File: src/common/muldiv_pkg.sv
package muldiv_pkg;

	localparam int DATA_BITS = 32;  // operand width

	// opcode order matches the MIPS funct low bits
	typedef enum logic [1:0] {
		OP_MULT,   // signed multiply
		OP_MULTU,  // unsigned multiply
		OP_DIV,    // signed divide
		OP_DIVU    // unsigned divide
	} md_op_e;

	typedef enum logic [1:0] {
		S_IDLE,  // waiting for start
		S_CALC,  // one step per cycle
		S_DONE   // result valid, done high
	} eng_state_e;

	typedef struct packed {
		md_op_e op;
		logic [DATA_BITS-1:0] a;  // multiplicand or dividend
		logic [DATA_BITS-1:0] b;  // multiplier or divisor
	} md_req_t;

endpackage
File: src/common/hilo_pkg.sv
package hilo_pkg;

	typedef enum logic {
		SRC_MUL,  // multiplier engine
		SRC_DIV   // divider engine
	} wb_src_e;

	// multiply gives the upper and lower product words,
	// divide gives the remainder in hi and the quotient in lo
	typedef struct packed {
		logic [muldiv_pkg::DATA_BITS-1:0] hi;
		logic [muldiv_pkg::DATA_BITS-1:0] lo;
	} eng_result_t;

	typedef struct packed {
		wb_src_e src;
		logic [muldiv_pkg::DATA_BITS-1:0] hi;
		logic [muldiv_pkg::DATA_BITS-1:0] lo;
	} wb_t;

endpackage

File: src/hdl/muldiv_unit.sv
`timescale 1ns/100ps

module muldiv_unit (
	input  logic clk,
	input  logic rst,
	input  logic issue,
	input  muldiv_pkg::md_req_t req,
	output logic [1:0] busy,                          // bit 0 mul, bit 1 div
	output logic reject,
	output logic wb_valid,
	output hilo_pkg::wb_t wb,
	output logic [muldiv_pkg::DATA_BITS-1:0] hi,
	output logic [muldiv_pkg::DATA_BITS-1:0] lo
);

	logic mul_start;
	logic div_start;
	logic sign;
	logic [muldiv_pkg::DATA_BITS-1:0] op_a;
	logic [muldiv_pkg::DATA_BITS-1:0] op_b;
	logic mul_done;
	logic div_done;
	hilo_pkg::eng_result_t mul_result;
	hilo_pkg::eng_result_t div_result;
	logic retire_mul;
	logic retire_div;

	muldiv_issue i_issue (
		.clk        (clk),
		.rst        (rst),
		.issue      (issue),
		.req        (req),
		.retire_mul (retire_mul),
		.retire_div (retire_div),
		.mul_start  (mul_start),
		.div_start  (div_start),
		.sign       (sign),
		.op_a       (op_a),
		.op_b       (op_b),
		.busy       (busy),
		.reject     (reject)
	);

	// operands are shared, only the started engine loads them
	multiplier i_mul (
		.clk          (clk),
		.rst          (rst),
		.start        (mul_start),
		.sign         (sign),
		.multiplicand (op_a),
		.multiplier   (op_b),
		.done         (mul_done),
		.result       (mul_result)
	);

	divider i_div (
		.clk      (clk),
		.rst      (rst),
		.start    (div_start),
		.sign     (sign),
		.dividend (op_a),
		.divisor  (op_b),
		.done     (div_done),
		.result   (div_result)
	);

	hilo_writeback i_wb (
		.clk        (clk),
		.rst        (rst),
		.mul_done   (mul_done),
		.mul_result (mul_result),
		.div_done   (div_done),
		.div_result (div_result),
		.wb_valid   (wb_valid),
		.wb         (wb),
		.hi         (hi),
		.lo         (lo),
		.retire_mul (retire_mul),
		.retire_div (retire_div)
	);

endmodule

File: src/hdl/hilo_writeback.sv
`timescale 1ns/100ps

module hilo_writeback (
	input  logic clk,
	input  logic rst,
	input  logic mul_done,
	input  hilo_pkg::eng_result_t mul_result,
	input  logic div_done,
	input  hilo_pkg::eng_result_t div_result,
	output logic wb_valid,                            // one write per cycle
	output hilo_pkg::wb_t wb,                         // the granted write
	output logic [muldiv_pkg::DATA_BITS-1:0] hi,
	output logic [muldiv_pkg::DATA_BITS-1:0] lo,
	output logic retire_mul,
	output logic retire_div
);

	hilo_pkg::eng_result_t mul_slot;
	hilo_pkg::eng_result_t div_slot;
	logic mul_pend;
	logic div_pend;
	hilo_pkg::wb_src_e last_src;                      // last granted source
	logic grant_mul;
	logic grant_div;

	// round robin only matters when both slots wait
	assign grant_mul = mul_pend && (!div_pend || last_src == hilo_pkg::SRC_DIV);
	assign grant_div = div_pend && !grant_mul;

	assign wb_valid = grant_mul || grant_div;
	assign retire_mul = grant_mul;
	assign retire_div = grant_div;

	always_comb begin
		wb.src = grant_div ? hilo_pkg::SRC_DIV : hilo_pkg::SRC_MUL;
		{wb.hi, wb.lo} = grant_div ? div_slot : mul_slot;
	end

	always_ff @(posedge clk) begin
		if (mul_done)
			mul_slot <= mul_result;
		if (div_done)
			div_slot <= div_result;
	end

	always_ff @(posedge clk) begin
		if (rst) begin
			mul_pend <= 1'b0;
			div_pend <= 1'b0;
			last_src <= hilo_pkg::SRC_DIV;  // mul wins the first tie
			hi <= '0;
			lo <= '0;
		end else begin
			if (mul_done)
				mul_pend <= 1'b1;
			else if (grant_mul)
				mul_pend <= 1'b0;
			if (div_done)
				div_pend <= 1'b1;
			else if (grant_div)
				div_pend <= 1'b0;
			if (wb_valid) begin
				last_src <= wb.src;
				hi <= wb.hi;
				lo <= wb.lo;
			end
		end
	end

	// HI/LO may only change after a cycle with a pending result
	a_write_from_slot: assert property (@(posedge clk) disable iff (rst)
		(hi != $past(hi) || lo != $past(lo)) |-> $past(mul_pend || div_pend))
		else $error("HI/LO written with both slots empty");

endmodule

File: src/hdl/muldiv_issue.sv
`timescale 1ns/100ps

module muldiv_issue (
	input  logic clk,
	input  logic rst,
	input  logic issue,                               // one-cycle request strobe
	input  muldiv_pkg::md_req_t req,
	input  logic retire_mul,                          // from writeback grant
	input  logic retire_div,
	output logic mul_start,
	output logic div_start,
	output logic sign,                                // shared by both engines
	output logic [muldiv_pkg::DATA_BITS-1:0] op_a,
	output logic [muldiv_pkg::DATA_BITS-1:0] op_b,
	output logic [1:0] busy,                          // bit 0 mul, bit 1 div
	output logic reject                               // request dropped
);

	logic to_div;

	assign to_div = (req.op == muldiv_pkg::OP_DIV) || (req.op == muldiv_pkg::OP_DIVU);
	assign sign = (req.op == muldiv_pkg::OP_MULT) || (req.op == muldiv_pkg::OP_DIV);
	assign op_a = req.a;
	assign op_b = req.b;

	assign mul_start = issue && !to_div && !busy[0];
	assign div_start = issue && to_div && !busy[1];
	assign reject = issue && (to_div ? busy[1] : busy[0]);

	// busy runs from the start edge to the retire edge
	always_ff @(posedge clk) begin
		if (rst) begin
			busy <= 2'b00;
		end else begin
			if (mul_start)
				busy[0] <= 1'b1;
			else if (retire_mul)
				busy[0] <= 1'b0;
			if (div_start)
				busy[1] <= 1'b1;
			else if (retire_div)
				busy[1] <= 1'b0;
		end
	end

	// an engine still busy and not retiring this cycle must not be restarted next cycle
	a_mul_no_restart: assert property (@(posedge clk) disable iff (rst)
		busy[0] && !retire_mul |=> !mul_start)
		else $error("multiplier started while busy");
	a_div_no_restart: assert property (@(posedge clk) disable iff (rst)
		busy[1] && !retire_div |=> !div_start)
		else $error("divider started while busy");

endmodule

File: src/divider/divider.sv
`timescale 1ns/100ps

module divider (
	input  logic clk,
	input  logic rst,
	input  logic start,                                  // load operands, begin
	input  logic sign,                                   // signed divide
	input  logic [muldiv_pkg::DATA_BITS-1:0] dividend,
	input  logic [muldiv_pkg::DATA_BITS-1:0] divisor,
	output logic done,                                   // one-cycle pulse
	output hilo_pkg::eng_result_t result                 // hi remainder, lo quotient
);

	localparam int N = muldiv_pkg::DATA_BITS;
	localparam int CNT_BITS = $clog2(N);

	muldiv_pkg::eng_state_e state;
	muldiv_pkg::eng_state_e next_state;
	logic load;
	logic step;
	logic [CNT_BITS-1:0] count;
	logic [N-1:0] dsor;      // divisor magnitude
	logic [N-1:0] rem;       // partial remainder
	logic [N-1:0] quot;      // dividend shifts out, quotient shifts in
	logic neg_quot;
	logic neg_rem;
	logic [N:0] partial;
	logic [N-1:0] diff;
	logic fits;

	always_comb begin
		load = 1'b0;
		step = 1'b0;
		next_state = muldiv_pkg::S_IDLE;
		case (state)
			muldiv_pkg::S_IDLE: begin
				if (start) begin
					load = 1'b1;
					next_state = muldiv_pkg::S_CALC;
				end
			end
			muldiv_pkg::S_CALC: begin
				step = 1'b1;
				if (count == CNT_BITS'(N-1))
					next_state = muldiv_pkg::S_DONE;
				else
					next_state = muldiv_pkg::S_CALC;
			end
			default: next_state = muldiv_pkg::S_IDLE;  // S_DONE back to idle
		endcase
	end

	always_ff @(posedge clk) begin
		if (rst) begin
			state <= muldiv_pkg::S_IDLE;
			count <= '0;
		end else begin
			state <= next_state;
			if (load)
				count <= '0;
			else if (step)
				count <= count + 1'b1;
		end
	end

	// restore step: bring down next dividend bit, subtract if it fits
	assign partial = {rem, quot[N-1]};
	assign fits = partial >= {1'b0, dsor};
	assign diff = partial[N-1:0] - dsor;  // only kept when it fits

	always_ff @(posedge clk) begin
		if (load) begin
			dsor <= (sign && divisor[N-1]) ? -divisor : divisor;
			quot <= (sign && dividend[N-1]) ? -dividend : dividend;
			rem <= '0;
			neg_quot <= sign && (dividend[N-1] ^ divisor[N-1]);
			neg_rem <= sign && dividend[N-1];  // remainder takes dividend sign
		end else if (step) begin
			rem <= fits ? diff : partial[N-1:0];
			quot <= {quot[N-2:0], fits};
		end
	end

	// zero divisor always fits, so quotient ends all ones
	assign result.lo = neg_quot ? -quot : quot;
	assign result.hi = neg_rem ? -rem : rem;
	assign done = (state == muldiv_pkg::S_DONE);

	a_done_pulse: assert property (@(posedge clk) disable iff (rst) done |=> !done)
		else $error("divider done held longer than one cycle");

endmodule

File: src/multiplier/multiplier.sv
`timescale 1ns/100ps

module multiplier (
	input  logic clk,
	input  logic rst,
	input  logic start,                                  // load operands, begin
	input  logic sign,                                   // signed multiply
	input  logic [muldiv_pkg::DATA_BITS-1:0] multiplicand,
	input  logic [muldiv_pkg::DATA_BITS-1:0] multiplier,
	output logic done,                                   // one-cycle pulse
	output hilo_pkg::eng_result_t result                 // 64-bit product
);

	localparam int N = muldiv_pkg::DATA_BITS;
	localparam int CNT_BITS = $clog2(N);

	muldiv_pkg::eng_state_e state;
	muldiv_pkg::eng_state_e next_state;
	logic load;
	logic step;
	logic [CNT_BITS-1:0] count;
	logic [N-1:0] mcand;     // multiplicand magnitude
	logic [2*N-1:0] prod;    // upper half accumulates, lower half holds multiplier
	logic neg_prod;
	logic [N:0] sum;
	logic [2*N-1:0] product;

	always_comb begin
		load = 1'b0;
		step = 1'b0;
		next_state = muldiv_pkg::S_IDLE;
		case (state)
			muldiv_pkg::S_IDLE: begin
				if (start) begin
					load = 1'b1;
					next_state = muldiv_pkg::S_CALC;
				end
			end
			muldiv_pkg::S_CALC: begin
				step = 1'b1;
				if (count == CNT_BITS'(N-1))
					next_state = muldiv_pkg::S_DONE;
				else
					next_state = muldiv_pkg::S_CALC;
			end
			default: next_state = muldiv_pkg::S_IDLE;
		endcase
	end

	always_ff @(posedge clk) begin
		if (rst) begin
			state <= muldiv_pkg::S_IDLE;
			count <= '0;
		end else begin
			state <= next_state;
			if (load)
				count <= '0;
			else if (step)
				count <= count + 1'b1;
		end
	end

	// add when the current multiplier bit is set, carry goes into the shift
	assign sum = {1'b0, prod[2*N-1:N]} + (prod[0] ? {1'b0, mcand} : {(N+1){1'b0}});

	always_ff @(posedge clk) begin
		if (load) begin
			mcand <= (sign && multiplicand[N-1]) ? -multiplicand : multiplicand;
			prod <= {{N{1'b0}}, (sign && multiplier[N-1]) ? -multiplier : multiplier};
			neg_prod <= sign && (multiplicand[N-1] ^ multiplier[N-1]);
		end else if (step) begin
			prod <= {sum, prod[N-1:1]};
		end
	end

	assign product = neg_prod ? -prod : prod;
	assign result = hilo_pkg::eng_result_t'(product);
	assign done = (state == muldiv_pkg::S_DONE);

	a_done_pulse: assert property (@(posedge clk) disable iff (rst) done |=> !done)
		else $error("multiplier done held longer than one cycle");

endmodule

File: config.mk
export PLATFORM = sky130hd
export DESIGN_NAME = muldiv_unit
export DESIGN_NICKNAME = d
export VERILOG_FILES = /design/src/common/muldiv_pkg.sv /design/src/common/hilo_pkg.sv /design/src/hdl/muldiv_unit.sv /design/src/hdl/hilo_writeback.sv /design/src/hdl/muldiv_issue.sv /design/src/divider/divider.sv /design/src/multiplier/multiplier.sv
export SDC_FILE = /design/constraint.sdc
export NUM_CORES = 1
export LEC_CHECK = 0
export BUFFER_PORTS_ARGS = -buffer_cell sky130_fd_sc_hd__buf_2
export CELL_PAD_IN_SITES_DETAIL_PLACEMENT = 0
export CELL_PAD_IN_SITES_GLOBAL_PLACEMENT = 1
export CORE_MARGIN = 2
export CORE_UTILIZATION = 40
export DETAILED_ROUTE_END_ITERATION = 10
export GPL_TIMING_DRIVEN = 0
export HOLD_SLACK_MARGIN = 0.15
export PLACE_DENSITY_LB_ADDON = 0.1
export RECOVER_POWER = 100
export SLEW_MARGIN = 5
export SYNTH_ARGS = -nofsm -noshare
export SYNTH_HDL_FRONTEND = slang
export SYNTH_HIERARCHICAL = 1
export SYNTH_SLANG_ARGS = --single-unit
File: constraint.sdc
create_clock -name clk -period 5.41 [get_ports clk]
set_input_delay 0.541 -clock clk [delete_from_list [all_inputs] [get_ports clk]]
set_output_delay 0.541 -clock clk [all_outputs]
set_load 0.005 [all_outputs]
======== Word level (Yosys, flattened, before mapping) ========
Index checks and enable logic that the tools add are counted.
word-level totals
  output and inout bits ................... 133
  word-level logic and storage cells ...... 105
  register bits ........................... 406
  bits of input ports ..................... 69
cells by class
  muxes and demuxes ....................... 32
  equality and inequality tests ........... 8
  magnitude comparators ................... 1
  bitwise logic cells ..................... 1
  reduce and logical (&&, ||, !) cells .... 30
  $add $sub $neg .......................... 9
operators with widths
  cell                 count
  $mux 32              10
  $mux 64              2
  $neg 32->32          4
  $neg 64->64          1
  $add 32x32->33       1
  $ge 33x32->1         1
  $sub 32x32->32       1
  $mux 1               16
  $reduce_bool 2->1    6
  $add 5x1->5 const B  2
  $eq 5x5->1 const B   2
  $logic_and 1x1->1    10
  $eq 2x2->1 const B   4
  $pmux 2 s2           2
  $logic_not 2->1      3
  $logic_not 1->1      5
  $eq 2x1->1 const B   2
  $logic_or 1x1->1     4
  $mux 2               2
  $reduce_or 2->1      2
  $xor 1x1->1          1

======== Depth between registers and ports, before layout ========
  depth in word-level cells ............... 8
  mapped depth ............................ 14

======== By module ========
The synthesis kept the hierarchy.
by module, submodules not included
  module          cells each  instances  area an instance (µm²)  seq. area each (µm²)
  divider         1016        1          8536.9                  2762.6
  multiplier      979         1          8282.9                  2732.6
  hilo_writeback  563         1          7374.6                  5185.0
  muldiv_issue    76          1          591.8                   40.0

======== Worst setup path after synthesis ========
OpenSTA, ideal clock, no wires.
  path type ............................... reg-to-reg
  start point ............................. reg i_mul.state[1]
  end point ............................... reg i_wb/mul_slot[0] in the netlist's numbering, enable pin
  arrival ................................. 3239 ps
  period minus slack after synthesis ...... 3734 ps
  path slack .............................. 1676 ps
  stages on the path, launching flop included .. 2
  library setup time ...................... 496 ps
  data required time ...................... 4914 ps
  cell sequence ........................... dfxtp_1 nor2b_1
on the way
  word-level cells in the longest chain between the ends .. 1
RTL lines
  item                    RTL line              source
  start, declared         multiplier.sv:17      muldiv_pkg::eng_state_e state;
  start signal, assigned  multiplier.sv:52      state <= muldiv_pkg::S_IDLE;
  start signal, assigned  multiplier.sv:55      state <= next_state;
  $eq 2x2->1              multiplier.sv:78      assign done = (state == muldiv_pkg::S_DONE);
  named net mul_done      muldiv_unit.sv:21     logic mul_done;
  end signal, assigned    hilo_writeback.sv:41  mul_slot <= mul_result;
  end, declared           hilo_writeback.sv:18  hilo_pkg::eng_result_t mul_slot;
The timed path passes the listed nets, and every way through them passes these cells.
A chain may end at the register's enable or synchronous reset.

======== Worst setup path in the final report ========
  start point ............................. reg i_div.rem[13]
  end point ............................... reg i_div.rem[15]
on the way
  word-level cells in the longest chain between the ends .. 2
RTL lines
  item                                            RTL line                      source
  start, declared                                 divider.sv:23                 logic [N-1:0] rem;
  start signal, assigned                          divider.sv:79                 rem <= fits ? diff : partial[N-1:0];
  $sub 32x32->32 or $ge 33x32->1 (tied branches)  divider.sv:69, divider.sv:68
  $mux 32 (*)                                     divider.sv:79
Every way passes the cells marked *; elsewhere a longest branch is shown, timed or not.

==> results.sh <==
export IMPL_drt_iter0_drc=1598
export IMPL_cp_end_kind="register"
export IMPL_grt_use_total_pct=26.2
export IMPL_drive_above_1_share_pct=10.4
export IMPL_min_period_ps=4570
export IMPL_ys_warn_count=6
export IMPL_viasPerCell=5.65
export IMPL_wire_per_inst_um=23.3
export IMPL_clock_root_buffer="clkbuf_16"
export IMPL_synthArstFlopShare_pct=0
export IMPL_synth_area_um2=24800
export IMPL_rsz0062_at_grt="no"
export IMPL_ys_flop_type="edfxtp_1"
export IMPL_clk_latency_ps=610
export IMPL_cp_start_kind="register"
export IMPL_setup_viol=0
export IMPL_synth_area_leaders="edfxtp_1, dfxtp_1, xnor2_1"
export IMPL_post_place_cells=3567
export IMPL_area_delta_synth_final_pct=11.9
export IMPL_synth_fp_nets=2780
export IMPL_cts_tree="done"
export IMPL_final_fill_count=6197
export IMPL_numPortBuffers=137
export IMPL_initial_utilization_pct=40.3
export IMPL_grt_max_degree=36
export IMPL_nets=2973
export IMPL_ys_seq_elements=406
export IMPL_core_area_um2=61500
export IMPL_grt_pass1_wl_mm=126
export IMPL_post_route_period_util_pct=84.4
export IMPL_timing_critical_path_from="i_div/rem[13]"
export IMPL_grt_pass1_vias=19700
export IMPL_cts_setup_buffers=0
export IMPL_leakage_nw=10.2
export IMPL_io_pins=202
export IMPL_final_cell_area_um2=27700
export IMPL_cp_required_ps=5960
export IMPL_vias=20700
export IMPL_finalSetupTns_ps=0
export IMPL_grt_antenna_before_repair=1
export IMPL_ctsResizeCount=0
export IMPL_grt_overflow=0
export IMPL_outcome="complete, but fails checks"
export IMPL_p_per_area_nw_per_um2=412
export IMPL_gp_congestion=0.891
export IMPL_die_area_um2=64000
export IMPL_seq_area_um2=10700
export IMPL_cp_data_arrival_time_ps=5120
export IMPL_ir_worst_vdd_v=0.000281
export IMPL_antenna_cells=0
export IMPL_hp_class="in2reg"
export IMPL_die_h_um=253
export IMPL_hold_violations=0
export IMPL_max_cap_violations=6
export IMPL_routed_wl_mm=85.2
export IMPL_dpl_hpwl_mm=67.3
export IMPL_r2r_end="i_div/rem[15]"
export IMPL_ys_seq_area_share_pct=43.3
export IMPL_skew_ps=24.8
export IMPL_instances_no_fill=3657
export IMPL_die_x_um=253
export IMPL_path_clk_slew_ps=60
export IMPL_placedInstanceArea_um2=26600
export IMPL_syn_area_per_cell_um2=9.41
export IMPL_reg2reg_from="i_div/rem[13]"
export IMPL_ant_nets=0
export IMPL_maxSlewHeadroom_pct=-31.6
export IMPL_reg2reg_slack_ps=840
export IMPL_numCtsBuffers=48
export IMPL_multi_input_area_um2=12500
export IMPL_worstPathMaxFanout=10
export IMPL_final_core_util_pct=45.1
export IMPL_cts_sinks=406
export IMPL_tightest_slew_ps=1970
export IMPL_final_max_slew_violation_count=188
export IMPL_netlist_instances=2634
export IMPL_power_mw=11.4
export IMPL_yosysUniqueCellTypes=89
export IMPL_first_pass_iters=5
export IMPL_endpoint="i_div/rem[15]"
export IMPL_violations="max-capacitance violations, max-slew violations"
export IMPL_yosysTopAreaCell="edfxtp_1"
export IMPL_synth_edf_count=259
export IMPL_htreeDepth=2
export IMPL_synth_top_area_share_pct=31.4
export IMPL_drc=0
export IMPL_rr_worst_depth=13
export IMPL_clk_path_buf_depth=3
export IMPL_cts_hold_repair_buffers=0
export IMPL_fmax_mhz=219
export IMPL_setup_worst_path_class="reg2reg"
export IMPL_num_rows=91
==> logic make-up after synthesis <==
family,Yosys count,share of synthesized area [%]
muxes,11,0.454
xor gates and xnor gates,287,10.1
DFF,406,43.3
AOI/OAI and AO/OA,595,17.3
buffers and inverters,271,5.57
and+or+nand+nor,987,19.3
adders and majority gates,77,3.95
==> through the flow <==
| stage | hold WS [ps] | worst slack [ps] |
|---|---|---|
| floorplan | 475 | 1680 |
| global placement | 485 | 134 |
| detailed placement | 491 | 1130 |
| CTS | 193 | 1100 |
| global route | 285 | 636 |
| finish | 275 | 844 |
==> placed cells by master (no fill, tap or decap), types with 9 or more instances in the layout <==
cell type | synthesis | routed
a311oi_1 | 19 | 26
nand2b_1 | 23 | 23
xor2_1 | 99 | 99
xnor2_1 | 188 | 188
a32oi_1 | 9 | 9
o21ai_0 | 104 | 122
nand2_1 | 350 | 358
edfxtp_1 | 259 | 259
a31oi_1 | 20 | 20
o31ai_1 | 50 | 54
and2_1 | 44 | 36
ha_1 | 75 | 75
inv_1 | 75 | 74
o41ai_1 | 27 | 30
nand4_1 | 27 | 27
a311oi_2 | 50 | 43
clkbuf_16 | 0 | 49
or4_1 | 32 | 36
nand3_1 | 79 | 79
nor3_1 | 43 | 43
clkbuf_1 | 87 | 203
nor4_1 | 17 | 23
buf_2 | 24 | 78
nor2b_1 | 13 | 13
and3_1 | 13 | 13
o311ai_0 | 3 | 9
a21oi_1 | 170 | 171
buf_4 | 72 | 62
or3_1 | 30 | 32
a21o_1 | 23 | 23
nor2_1 | 233 | 233
mux2i_1 | 9 | 9
or2_2 | 10 | 10
a21boi_0 | 13 | 13
o211ai_1 | 15 | 15
dfxtp_1 | 147 | 147
nand2_2 | 26 | 18
==> power by group <==
part,total [mW],internal [mW],switching (mW)
clock,3.38,1.99,1.39
sequential,4.33,3.76,0.579
combinational,3.73,1.41,2.33
==> routing by layer <==
metal	global-route usage [%]	part of all wire, %	vias to the layer above
li1	-	-	9891
met1	37.2	47	10100
met2	42.8	46	553
met3	2.78	5.0	97
met4	6.51	2.2	0
met5	0	0	-
==> state kept, by name, indices dropped and copies added, names as in the netlist <==
name,cells
i_mul/state,2
i_wb/hi,32
i_div/neg_quot,1
i_mul/prod,64
i_wb/div_slot,64
i_div/rem,32
i_div/dsor,32
i_wb/mul_pend,1
i_wb/lo,32
i_div/count,5
i_wb/div_pend,1
i_div/quot,32
i_div/state,2
i_mul/neg_prod,1
i_issue/busy,2
i_mul/count,5
i_div/neg_rem,1
i_wb/mul_slot,64
i_wb/last_src,1
i_mul/mcand,32
==> area by class of cell <==
| class | instances | share of cell area [%] |
|---|---|---|
| multi-input cells | 1957 | 45.0 |
| plain buffers | 195 | 3.61 |
| repair buffers | 143 | 2.21 |
| clock inverters | 24 | 1.13 |
| flip-flops and latches | 406 | 38.6 |
| well taps | 790 | 3.56 |
| inverters | 76 | 1.03 |
| clock buffers | 66 | 4.83 |
==> critical path, cell delays in order, from the launching register on <==
cell and delay (ps):
dfxtp_1 550, ha_1 300, clkbuf_1 210, a21oi_1 300, o21ai_0 190, a221oi_1 400
nor2_1 140, o31ai_1 660, o311a_1 240, clkbuf_1 410, clkbuf_1 540, buf_4 320
nand3_1 110, nand3_1 110
==> Yosys cell counts, types with 9 or more instances <==
library cell	instances
or2_2	10
a21oi_1	170
inv_1	75
dfxtp_1	147
nor3_1	43
xor2_1	99
a31oi_1	20
a32oi_1	9
o211ai_1	15
a311oi_1	19
o21ai_1	21
a21o_1	23
edfxtp_1	259
nor4_1	17
o21ai_0	104
xnor2_1	188
nor2_1	233
mux2i_1	9
clkbuf_1	87
and2_1	44
nand3_1	79
a311oi_2	50
nand2_2	26
o31ai_1	50
nand2b_1	23
buf_2	24
ha_1	75
nand4_1	27
nand2_1	350
a21boi_0	13
nor2b_1	13
or4_1	32
or3_1	30
buf_4	72
and3_1	13
o41ai_1	27
==> worst min-delay path by stage <==
stage,from,to,slack (ps),depth (start not counted)
2_1_floorplan,i_mul/prod[55],i_mul/prod[55],470,2
3_3_place_gp,i_issue/busy[1],i_issue/busy[1],480,2
3_5_place_dp,i_wb/lo[0],i_wb/lo[0],490,2
4_1_cts,req[0],i_div/dsor[0],190,1
5_1_grt,req[22],i_div/dsor[22],280,2
6_report,req[22],i_div/dsor[22],280,2
Power figures use the tool's default switching activity.
